## src/source/split_pkg.sv

```systemverilog
package split_pkg;

  // channel split of the wide port
  localparam int unsigned NB_CHAN   = 2;
  localparam int unsigned WIDE_DW   = 64;
  localparam int unsigned NARROW_DW = 32;
  localparam int unsigned NARROW_BW = 4;  // byte enables per channel
  localparam int unsigned ADDR_W    = 32;

  // memory side
  localparam int unsigned BANK_WORDS = 256;
  localparam int unsigned BANK_AW    = $clog2(BANK_WORDS);  // word index bits

  // per-channel queues
  localparam int unsigned QUEUE_DEPTH = 2;
  localparam int unsigned QPTR_W      = $clog2(QUEUE_DEPTH);
  localparam int unsigned QCNT_W      = $clog2(QUEUE_DEPTH + 1);  // count reaches depth

  typedef logic [ADDR_W-1:0]            addr_t;       // byte address
  typedef logic [WIDE_DW-1:0]           wide_data_t;
  typedef logic [NB_CHAN*NARROW_BW-1:0] wide_be_t;
  typedef logic [NARROW_DW-1:0]         narrow_data_t;
  typedef logic [NARROW_BW-1:0]         narrow_be_t;
  typedef logic [NB_CHAN-1:0]           chan_mask_t;  // one bit per channel
  typedef logic [BANK_AW-1:0]           bank_idx_t;
  typedef logic [QPTR_W-1:0]            qptr_t;
  typedef logic [QCNT_W-1:0]            qcnt_t;

  // grant fsm of the splitter
  typedef enum logic {
    GNT_IDLE,     // all channels follow the wide req
    GNT_PARTIAL   // some channels already took the current request
  } gnt_state_e;

endpackage
```

## src/source/tcdm_if.sv

```systemverilog
`timescale 1ns/1ps

// narrow tcdm channel, one 32-bit word per transfer
// request moves on req & gnt, response moves on r_valid & r_ready
interface tcdm_if import split_pkg::*; ();

  logic         req;
  logic         gnt;
  addr_t        add;      // byte address
  logic         wen;      // high = write, low = read
  narrow_be_t   be;
  narrow_data_t data;
  logic         r_valid;
  logic         r_ready;
  narrow_data_t r_data;   // read word, or merged word after a write

  // request side
  modport initiator (
    output req,
    output add,
    output wen,
    output be,
    output data,
    output r_ready,
    input  gnt,
    input  r_valid,
    input  r_data
  );

  // memory side
  modport target (
    input  req,
    input  add,
    input  wen,
    input  be,
    input  data,
    input  r_ready,
    output gnt,
    output r_valid,
    output r_data
  );

endinterface

```

## src/source/chan_queue.sv

```systemverilog
`timescale 1ns/1ps

// per-channel request and response queues between splitter and bank
module chan_queue import split_pkg::*; (
  input  logic      clk_i,
  input  logic      rst_ni,
  tcdm_if.target    up,    // splitter side
  tcdm_if.initiator down   // bank side
);

  // request queue storage
  addr_t        req_add_q  [QUEUE_DEPTH];
  logic         req_wen_q  [QUEUE_DEPTH];
  narrow_be_t   req_be_q   [QUEUE_DEPTH];
  narrow_data_t req_data_q [QUEUE_DEPTH];
  qptr_t        req_wptr_q, req_rptr_q;
  qcnt_t        req_cnt_q;
  logic         req_push, req_pop;

  // response queue storage
  narrow_data_t rsp_data_q [QUEUE_DEPTH];
  qptr_t        rsp_wptr_q, rsp_rptr_q;
  qcnt_t        rsp_cnt_q;
  logic         rsp_push, rsp_pop;

  function automatic qptr_t ptr_next(input qptr_t ptr);
    ptr_next = (ptr == qptr_t'(QUEUE_DEPTH - 1)) ? '0 : ptr + 1'b1;
  endfunction

  assign up.gnt   = (req_cnt_q != qcnt_t'(QUEUE_DEPTH));  // grant on a free slot alone
  assign req_push = up.req & up.gnt;
  assign req_pop  = down.req & down.gnt;

  // head entry towards the bank
  assign down.req  = (req_cnt_q != '0);
  assign down.add  = req_add_q[req_rptr_q];
  assign down.wen  = req_wen_q[req_rptr_q];
  assign down.be   = req_be_q[req_rptr_q];
  assign down.data = req_data_q[req_rptr_q];

  assign down.r_ready = (rsp_cnt_q != qcnt_t'(QUEUE_DEPTH));
  assign rsp_push     = down.r_valid & down.r_ready;
  assign up.r_valid   = (rsp_cnt_q != '0);
  assign up.r_data    = rsp_data_q[rsp_rptr_q];
  assign rsp_pop      = up.r_valid & up.r_ready;

  always_ff @(posedge clk_i) begin
    if (req_push) begin
      req_add_q[req_wptr_q]  <= up.add;
      req_wen_q[req_wptr_q]  <= up.wen;
      req_be_q[req_wptr_q]   <= up.be;
      req_data_q[req_wptr_q] <= up.data;
    end
    if (rsp_push) rsp_data_q[rsp_wptr_q] <= down.r_data;
  end

  always_ff @(posedge clk_i or negedge rst_ni) begin
    if (!rst_ni) begin
      req_wptr_q <= '0;
      req_rptr_q <= '0;
      req_cnt_q  <= '0;
      rsp_wptr_q <= '0;
      rsp_rptr_q <= '0;
      rsp_cnt_q  <= '0;
    end else begin
      if (req_push) req_wptr_q <= ptr_next(req_wptr_q);
      if (req_pop)  req_rptr_q <= ptr_next(req_rptr_q);
      if (req_push && !req_pop)      req_cnt_q <= req_cnt_q + 1'b1;
      else if (!req_push && req_pop) req_cnt_q <= req_cnt_q - 1'b1;
      if (rsp_push) rsp_wptr_q <= ptr_next(rsp_wptr_q);
      if (rsp_pop)  rsp_rptr_q <= ptr_next(rsp_rptr_q);
      if (rsp_push && !rsp_pop)      rsp_cnt_q <= rsp_cnt_q + 1'b1;
      else if (!rsp_push && rsp_pop) rsp_cnt_q <= rsp_cnt_q - 1'b1;
    end
  end

  // occupancy of either queue never goes past its depth
  a_no_push_full: assert property (
    @(posedge clk_i) disable iff (!rst_ni)
    req_cnt_q <= qcnt_t'(QUEUE_DEPTH) && rsp_cnt_q <= qcnt_t'(QUEUE_DEPTH)
  );

endmodule

```

## src/flat_wrapper.sv

```systemverilog
// flat-port wrapper written by rule: the top's interface ports become plain ports
module chan_queue_flat import split_pkg::*;
  (clk_i, rst_ni, up_req, up_add, up_wen, up_be, up_data, up_r_ready, up_gnt, up_r_valid, up_r_data, down_req, down_add, down_wen, down_be, down_data, down_r_ready, down_gnt, down_r_valid, down_r_data);
  tcdm_if up_i ();
  tcdm_if down_i ();
  input  logic clk_i;
  input  logic rst_ni;
  input wire logic [$bits(up_i.req)-1:0] up_req;
  input wire logic [$bits(up_i.add)-1:0] up_add;
  input wire logic [$bits(up_i.wen)-1:0] up_wen;
  input wire logic [$bits(up_i.be)-1:0] up_be;
  input wire logic [$bits(up_i.data)-1:0] up_data;
  input wire logic [$bits(up_i.r_ready)-1:0] up_r_ready;
  output wire logic [$bits(up_i.gnt)-1:0] up_gnt;
  output wire logic [$bits(up_i.r_valid)-1:0] up_r_valid;
  output wire logic [$bits(up_i.r_data)-1:0] up_r_data;
  output wire logic [$bits(down_i.req)-1:0] down_req;
  output wire logic [$bits(down_i.add)-1:0] down_add;
  output wire logic [$bits(down_i.wen)-1:0] down_wen;
  output wire logic [$bits(down_i.be)-1:0] down_be;
  output wire logic [$bits(down_i.data)-1:0] down_data;
  output wire logic [$bits(down_i.r_ready)-1:0] down_r_ready;
  input wire logic [$bits(down_i.gnt)-1:0] down_gnt;
  input wire logic [$bits(down_i.r_valid)-1:0] down_r_valid;
  input wire logic [$bits(down_i.r_data)-1:0] down_r_data;
  assign up_i.req = up_req;
  assign up_i.add = up_add;
  assign up_i.wen = up_wen;
  assign up_i.be = up_be;
  assign up_i.data = up_data;
  assign up_i.r_ready = up_r_ready;
  assign up_gnt = up_i.gnt;
  assign up_r_valid = up_i.r_valid;
  assign up_r_data = up_i.r_data;
  assign down_req = down_i.req;
  assign down_add = down_i.add;
  assign down_wen = down_i.wen;
  assign down_be = down_i.be;
  assign down_data = down_i.data;
  assign down_r_ready = down_i.r_ready;
  assign down_i.gnt = down_gnt;
  assign down_i.r_valid = down_r_valid;
  assign down_i.r_data = down_r_data;
  chan_queue u_core (.clk_i(clk_i), .rst_ni(rst_ni), .up(up_i), .down(down_i));
endmodule
```

## config.mk

```make
export PLATFORM = sky130hd
export DESIGN_NAME = chan_queue_flat
export DESIGN_NICKNAME = d
export VERILOG_FILES = /design/src/source/split_pkg.sv /design/src/source/tcdm_if.sv /design/src/source/chan_queue.sv /design/src/flat_wrapper.sv
export SDC_FILE = /design/constraint.sdc
export NUM_CORES = 1
export LEC_CHECK = 0
export ABC_AREA = 1
export BUFFER_PORTS_ARGS = -buffer_cell sky130_fd_sc_hd__buf_4
export CELL_PAD_IN_SITES_DETAIL_PLACEMENT = 1
export CELL_PAD_IN_SITES_GLOBAL_PLACEMENT = 2
export CORE_MARGIN = 5
export CORE_UTILIZATION = 31
export DETAILED_ROUTE_END_ITERATION = 7
export PLACE_DENSITY = 0.87
export SYNTH_ARGS = -nofsm -noshare
export SYNTH_HDL_FRONTEND = slang
export SYNTH_SLANG_ARGS = --single-unit
```

## constraint.sdc

```tcl
create_clock -name clk_i -period 4 [get_ports clk_i]
set_input_delay 0 -clock clk_i [delete_from_list [all_inputs] [get_ports clk_i]]
set_output_delay 0 -clock clk_i [all_outputs]
set_load 0.05 [all_outputs]
```

* Word level (Yosys, flattened, before mapping)
Memories as Yosys holds them, arrays and structs flattened.
Cells that the tools add are included.
** Word-level totals
- Register bits after elaboration :: 8
- Latch bits :: 0
- Memory bits (writable) :: 202
- Bits in read-only memories :: 0
- Output and inout bits :: 105
- Logic and storage cells :: 49
- Memories kept :: 5
** Operators by class
- Add/sub/neg operators :: 8
- Multipliers :: 0
- Div/mod/pow operators :: 0
- $lt $le $gt $ge :: 0
- Eq/ne operators :: 2
- Shift operators :: 0
- Muxes and demuxes :: 12
- Bitwise gates (word level) :: 4
- Reductions and logical operators :: 12
** Memory list
- u_core.req_add_q :: depth 2, bits a word 32, rd ports 1, clocked after Yosys merged registers in 0, wr ports 1, RTL line chan_queue.sv:12 : addr_t req_add_q [QUEUE_DEPTH];
- u_core.req_data_q :: depth 2, bits a word 32, rd ports 1, clocked after Yosys merged registers in 0, wr ports 1, RTL line chan_queue.sv:15 : narrow_data_t req_data_q [QUEUE_DEPTH];
- u_core.rsp_data_q :: depth 2, bits a word 32, rd ports 1, clocked after Yosys merged registers in 0, wr ports 1, RTL line chan_queue.sv:21 : narrow_data_t rsp_data_q [QUEUE_DEPTH];
- u_core.req_be_q :: depth 2, bits a word 4, rd ports 1, clocked after Yosys merged registers in 0, wr ports 1, RTL line chan_queue.sv:14 : narrow_be_t req_be_q [QUEUE_DEPTH];
- u_core.req_wen_q :: depth 2, bits a word 1, rd ports 1, clocked after Yosys merged registers in 0, wr ports 1, RTL line chan_queue.sv:13 : logic req_wen_q [QUEUE_DEPTH];
** Operators by type and width (count)
- $mux 1 :: 8
- $mux 2 :: 4
- $reduce_bool 2->1 :: 4
- $add 1x1->1 const B :: 4
- $add 2x1->2 const B :: 2
- $and 1x1->1 :: 4
- $logic_and 1x1->1 :: 4
- $logic_not 1->1 :: 4
- $ne 2x2->1 const B :: 2
- $sub 2x1->2 const B :: 2

* Longest topological paths before layout
- Word-level depth :: 6
- Depth in mapped cells :: 10
- Gate-level depth less buffers :: 10

* Worst setup path after synthesis
No wires, ideal clock.
- Path kind :: register to register
- Start point :: register u_core.req_cnt_q[0]
- End point :: memory u_core.req_add_q[0][0] (netlist name) (enable)
- Library setup time :: 0.497 ns
- Arrival time :: 3.841 ns
- Data required time :: 3.503 ns
- Setup slack :: -0.338 ns
- Cell stages (with the launch flop) :: 5
- Path through :: dfrtp_1 -> inv_2 -> nand2_1 -> nand2_2 -> nor2_1
** On the way
- Word-level cells in the longest chain between the ends :: 4
** RTL lines
- from (decl) :: RTL line chan_queue.sv:17 : qcnt_t req_cnt_q;
- from (signal assigned) :: RTL line chan_queue.sv:68 : if (req_push && !req_pop) req_cnt_q <= req_cnt_q + 1'b1;
- from (signal assigned) :: RTL line chan_queue.sv:69 : else if (!req_push && req_pop) req_cnt_q <= req_cnt_q - 1'b1;
- from (signal assigned) :: RTL line chan_queue.sv:80 : req_cnt_q <= qcnt_t'(QUEUE_DEPTH) && rsp_cnt_q <= qcnt_t'(QUEUE_DEPTH)
- $ne 2x2->1 :: RTL line chan_queue.sv:30 : assign up.gnt = (req_cnt_q != qcnt_t'(QUEUE_DEPTH));
- net up_gnt :: RTL line flat_wrapper.sv:14 : output wire logic [$bits(up_i.gnt)-1:0] up_gnt;
- $and 1x1->1 :: RTL line chan_queue.sv:31 : assign req_push = up.req & up.gnt;
- $mux 1 :: RTL line chan_queue.sv:48 : if (req_push) begin
- $mux 1 (not written as such) :: RTL line chan_queue.sv:49 : req_add_q[req_wptr_q] <= up.add;
- to (decl) :: RTL line chan_queue.sv:12
The timed path passes the listed nets, and every way through them passes these cells.

* Worst setup path in the final report
- Start point :: register u_core.rsp_rptr_q
- End point :: output port up_r_data[17]
** On the way
- Word-level cells in the longest chain between the ends :: 1
** RTL lines
- from (decl) :: RTL line chan_queue.sv:22 : qptr_t rsp_wptr_q, rsp_rptr_q;
- from (signal assigned) :: RTL line chan_queue.sv:71 : if (rsp_pop) rsp_rptr_q <= ptr_next(rsp_rptr_q);
- $mem_v2 2x32
- to (decl) :: RTL line flat_wrapper.sv:16 : output wire logic [$bits(up_i.r_data)-1:0] up_r_data;
Every way passes these cells.

==> metrics.cfg <==
[placement]
port-buffer-count = 211
place_area_sq_um = 9717
gp_congestion = 0.7158
hpwl_um = 13150
post-place-ws_ns = 1.876

[worst_setup_path]
path_class = reg -> out
slowest_delay_ns = 0.51
cp_cell_sequence = buf_4 -> inv_2 -> nand2_1 -> nand2_1 -> buf_4
critical_path_required_ns = 4.00
critPathMaxFanout = 34
arrival_ns = 2.10
cp-start-kind = flip-flop
worst_setup_path_end_kind = output port
cp_slowest_cell = inv_2

[sta]
max_freq_ghz = 0.4755
finalHoldViolations = 0
worst_slack_ns = 1.897
fin_worst_skew_ns = 0.01851
rsz0062_at_grt = no
worst_pin_slew_ns = 0.9683
finalMaxSlewViolations = 0
relSlewSlack = 0.3545
min_period_over_period = 0.5257
finalCriticalPeriod_ns = 2.103
finalSetupViolations = 0

[global_routing]
use_met1 = 0.1623
grt_pass1_wl_um = 32510
grt_pass1_vias = 6051
track_usage = 0.1445
grt_start_max_net_pins = 71
grtUsageMet3 = 0.02499
grt_busiest_layer = met2
antenna_found_initial = 1
grt_util_met2 = 0.2780
gr-total-overflow = 0

[layout]
seq_area_sq_um = 6267
layout_common_cells = 321 x nand2_1, 218 x buf_4, 202 x edfxtp_1, 107 x dlygate4sd3_1, 23 x clkbuf_16
final_common_cell = nand2_1
multi_input_area_sq_um = 1345
diodes = 0
fin_nets = 1022
fillers = 2654
syn2layout_area_growth_pct = 47.57
design_area_sq_um = 11510
drive_gt1_frac = 0.2802

[die]
io-pin-count = 212
die_area_sq_um = 28430
core_sq_um = 24960
dieWidth_um = 168.6
initial_core_util = 0.3124
num_rows = 58
die_h_um = 168.6

[clock_tree]
clk_pin_slew_ns = 0.06
clock_path_buffers = 3
clk_latency_ns = 0.52
cts_tree = yes
post_cts_buffers = 0
cts-buffers-inserted = 23
clock_sink_count = 210
cts_max_level = 1
root_buffer = clkbuf_16

[synthesis]
synth.avg_cell_area_sq_um = 13.33
yosys_register_bits = 210
synth_cell_types = 16
ys_top_cells_by_area = edfxtp_1 78%, nand2_1 15%, dfrtp_1 2.6%, buf_2 0.71%, buf_4 0.67%
syn_inst = 585
synthesis.area_sq_um = 7799
netlist.area_leader.share = 0.7778
synth_nets = 694
synth_top_area_cell = edfxtp_1
ys.warnings.count = 0
ys_seq_area_frac = 0.8035

[power]
irDropWorstVdd_v = 0.0008744
p_leak_nw = 4.884
power_density_nw_per_um2 = 849.9

[route]
ant_nets = 0
drt_iter0_markers = 206
wirelength_um = 21260
wire_per_inst_um = 16.90
drc = 0
vias_per_cell = 4.333
drt-pass1-iter-count = 4
route.vias.total = 5451

[hold_path]
hold_class = in -> reg

[job]
maxCapViolCount = 0

[outcome]
run_status = completed

[synth_stat cells]
cell      instances
buf_4             7
xnor2_1           2
nand2_1         321
nand2_2           2
edfxtp_1        202
nand4_1           2
inv_1            10
dfrtp_1           8
inv_4             1
nor2_1            4
ha_1              2
nand3_1           4
buf_2            11
buf_6             4
inv_2             3
xor2_1            2
[worst paths after layout]
check | slack (ns) | startpoint | depth (start not counted) | endpoint
setup / recovery | 1.90 | u_core.rsp_rptr_q | 5 | up_r_data[17]
hold / removal | 0.21 | up_data[31] | 2 | u_core.req_data_q[0][31]
setup reg to reg | 1.91 | u_core.req_cnt_q[0] | 5 | u_core.req_data_q[1][26]
hold reg to reg | 0.51 | u_core.rsp_cnt_q[1] | 2 | u_core.rsp_cnt_q[1]
max in group asynchronous | 3.20 | rst_ni | 3 | u_core.req_rptr_q
min in group asynchronous | 0.49 | rst_ni | 3 | u_core.req_wptr_q
[per-stage QoR]
step / TNS, ns / std cells / util / power, mW / hold WS [ns]
2_1_floorplan: -46.62 / 585 / - / 6.327 / -0.2956
3_3_place_gp: 0 / 1111 / 0.3892 / 7.663 / -0.1699
3_5_place_dp: 0 / 1111 / 0.3892 / 7.749 / -0.1681
4_1_cts: 0 / 1258 / 0.4610 / 9.903 / 0.1851
5_1_grt: 0 / 1258 / 0.4610 / 10.27 / 0.1891
6_report: 0 / 1258 / 0.4610 / 9.781 / 0.2135
[flip-flops by register name, summed over array words and instances (netlist names)]
name / flops
u_core.req_be_q: 8
u_core.req_wptr_q: 1
u_core.req_data_q: 64
u_core.req_cnt_q: 2
u_core.req_rptr_q: 1
u_core.rsp_rptr_q: 1
u_core.rsp_wptr_q: 1
u_core.req_add_q: 64
u_core.rsp_cnt_q: 2
u_core.req_wen_q: 2
u_core.rsp_data_q: 64
[kinds of logic after synthesis]
logic type,synth area share
buffers and inverters,0.02663
DFF,0.8035
adders and majority gates,0.003208
xor gates and xnor gates,0.004493
and+or+nand+nor,0.1622
[power breakdown]
part           switching [mW]  internal, mW  total [mW]  leakage (nW)
clock                   0.837          1.19        2.03         0.350
combinational            3.43          1.16        4.60          2.56
sequential              0.139          3.02        3.16          1.97
[critical path: cells and delay by family, from the launching register on]
| kind | cells | cell delay (ns) |
|---|---|---|
| and+or+nand+nor | 2 | 0.25 |
| DFF | 1 | 0.36 |
| buffers and inverters | 3 | 0.98 |
[metal layers]
metal / up-vias / part of all wire
met5: - / 0.00052
met4: 2 / 0.026
met3: 38 / 0.048
met2: 132 / 0.54
met1: 2668 / 0.38
li1: 2611 / -
[timing repair]
item,4_1_cts,5_1_grt
resized for setup,0,0
hold buffers,107,0
hold endpoints to repair,216,0
[final cells by class]
type                    count  share of cell area
multi-input cells         339              0.1169
clock inverters            13             0.01131
flip-flops and latches    210              0.5446
clock buffers              27             0.05132
inverters                  14            0.004784
repair buffers            325              0.2353
well taps                 330             0.03588
No activity file was read; power rests on OpenSTA's default activity.
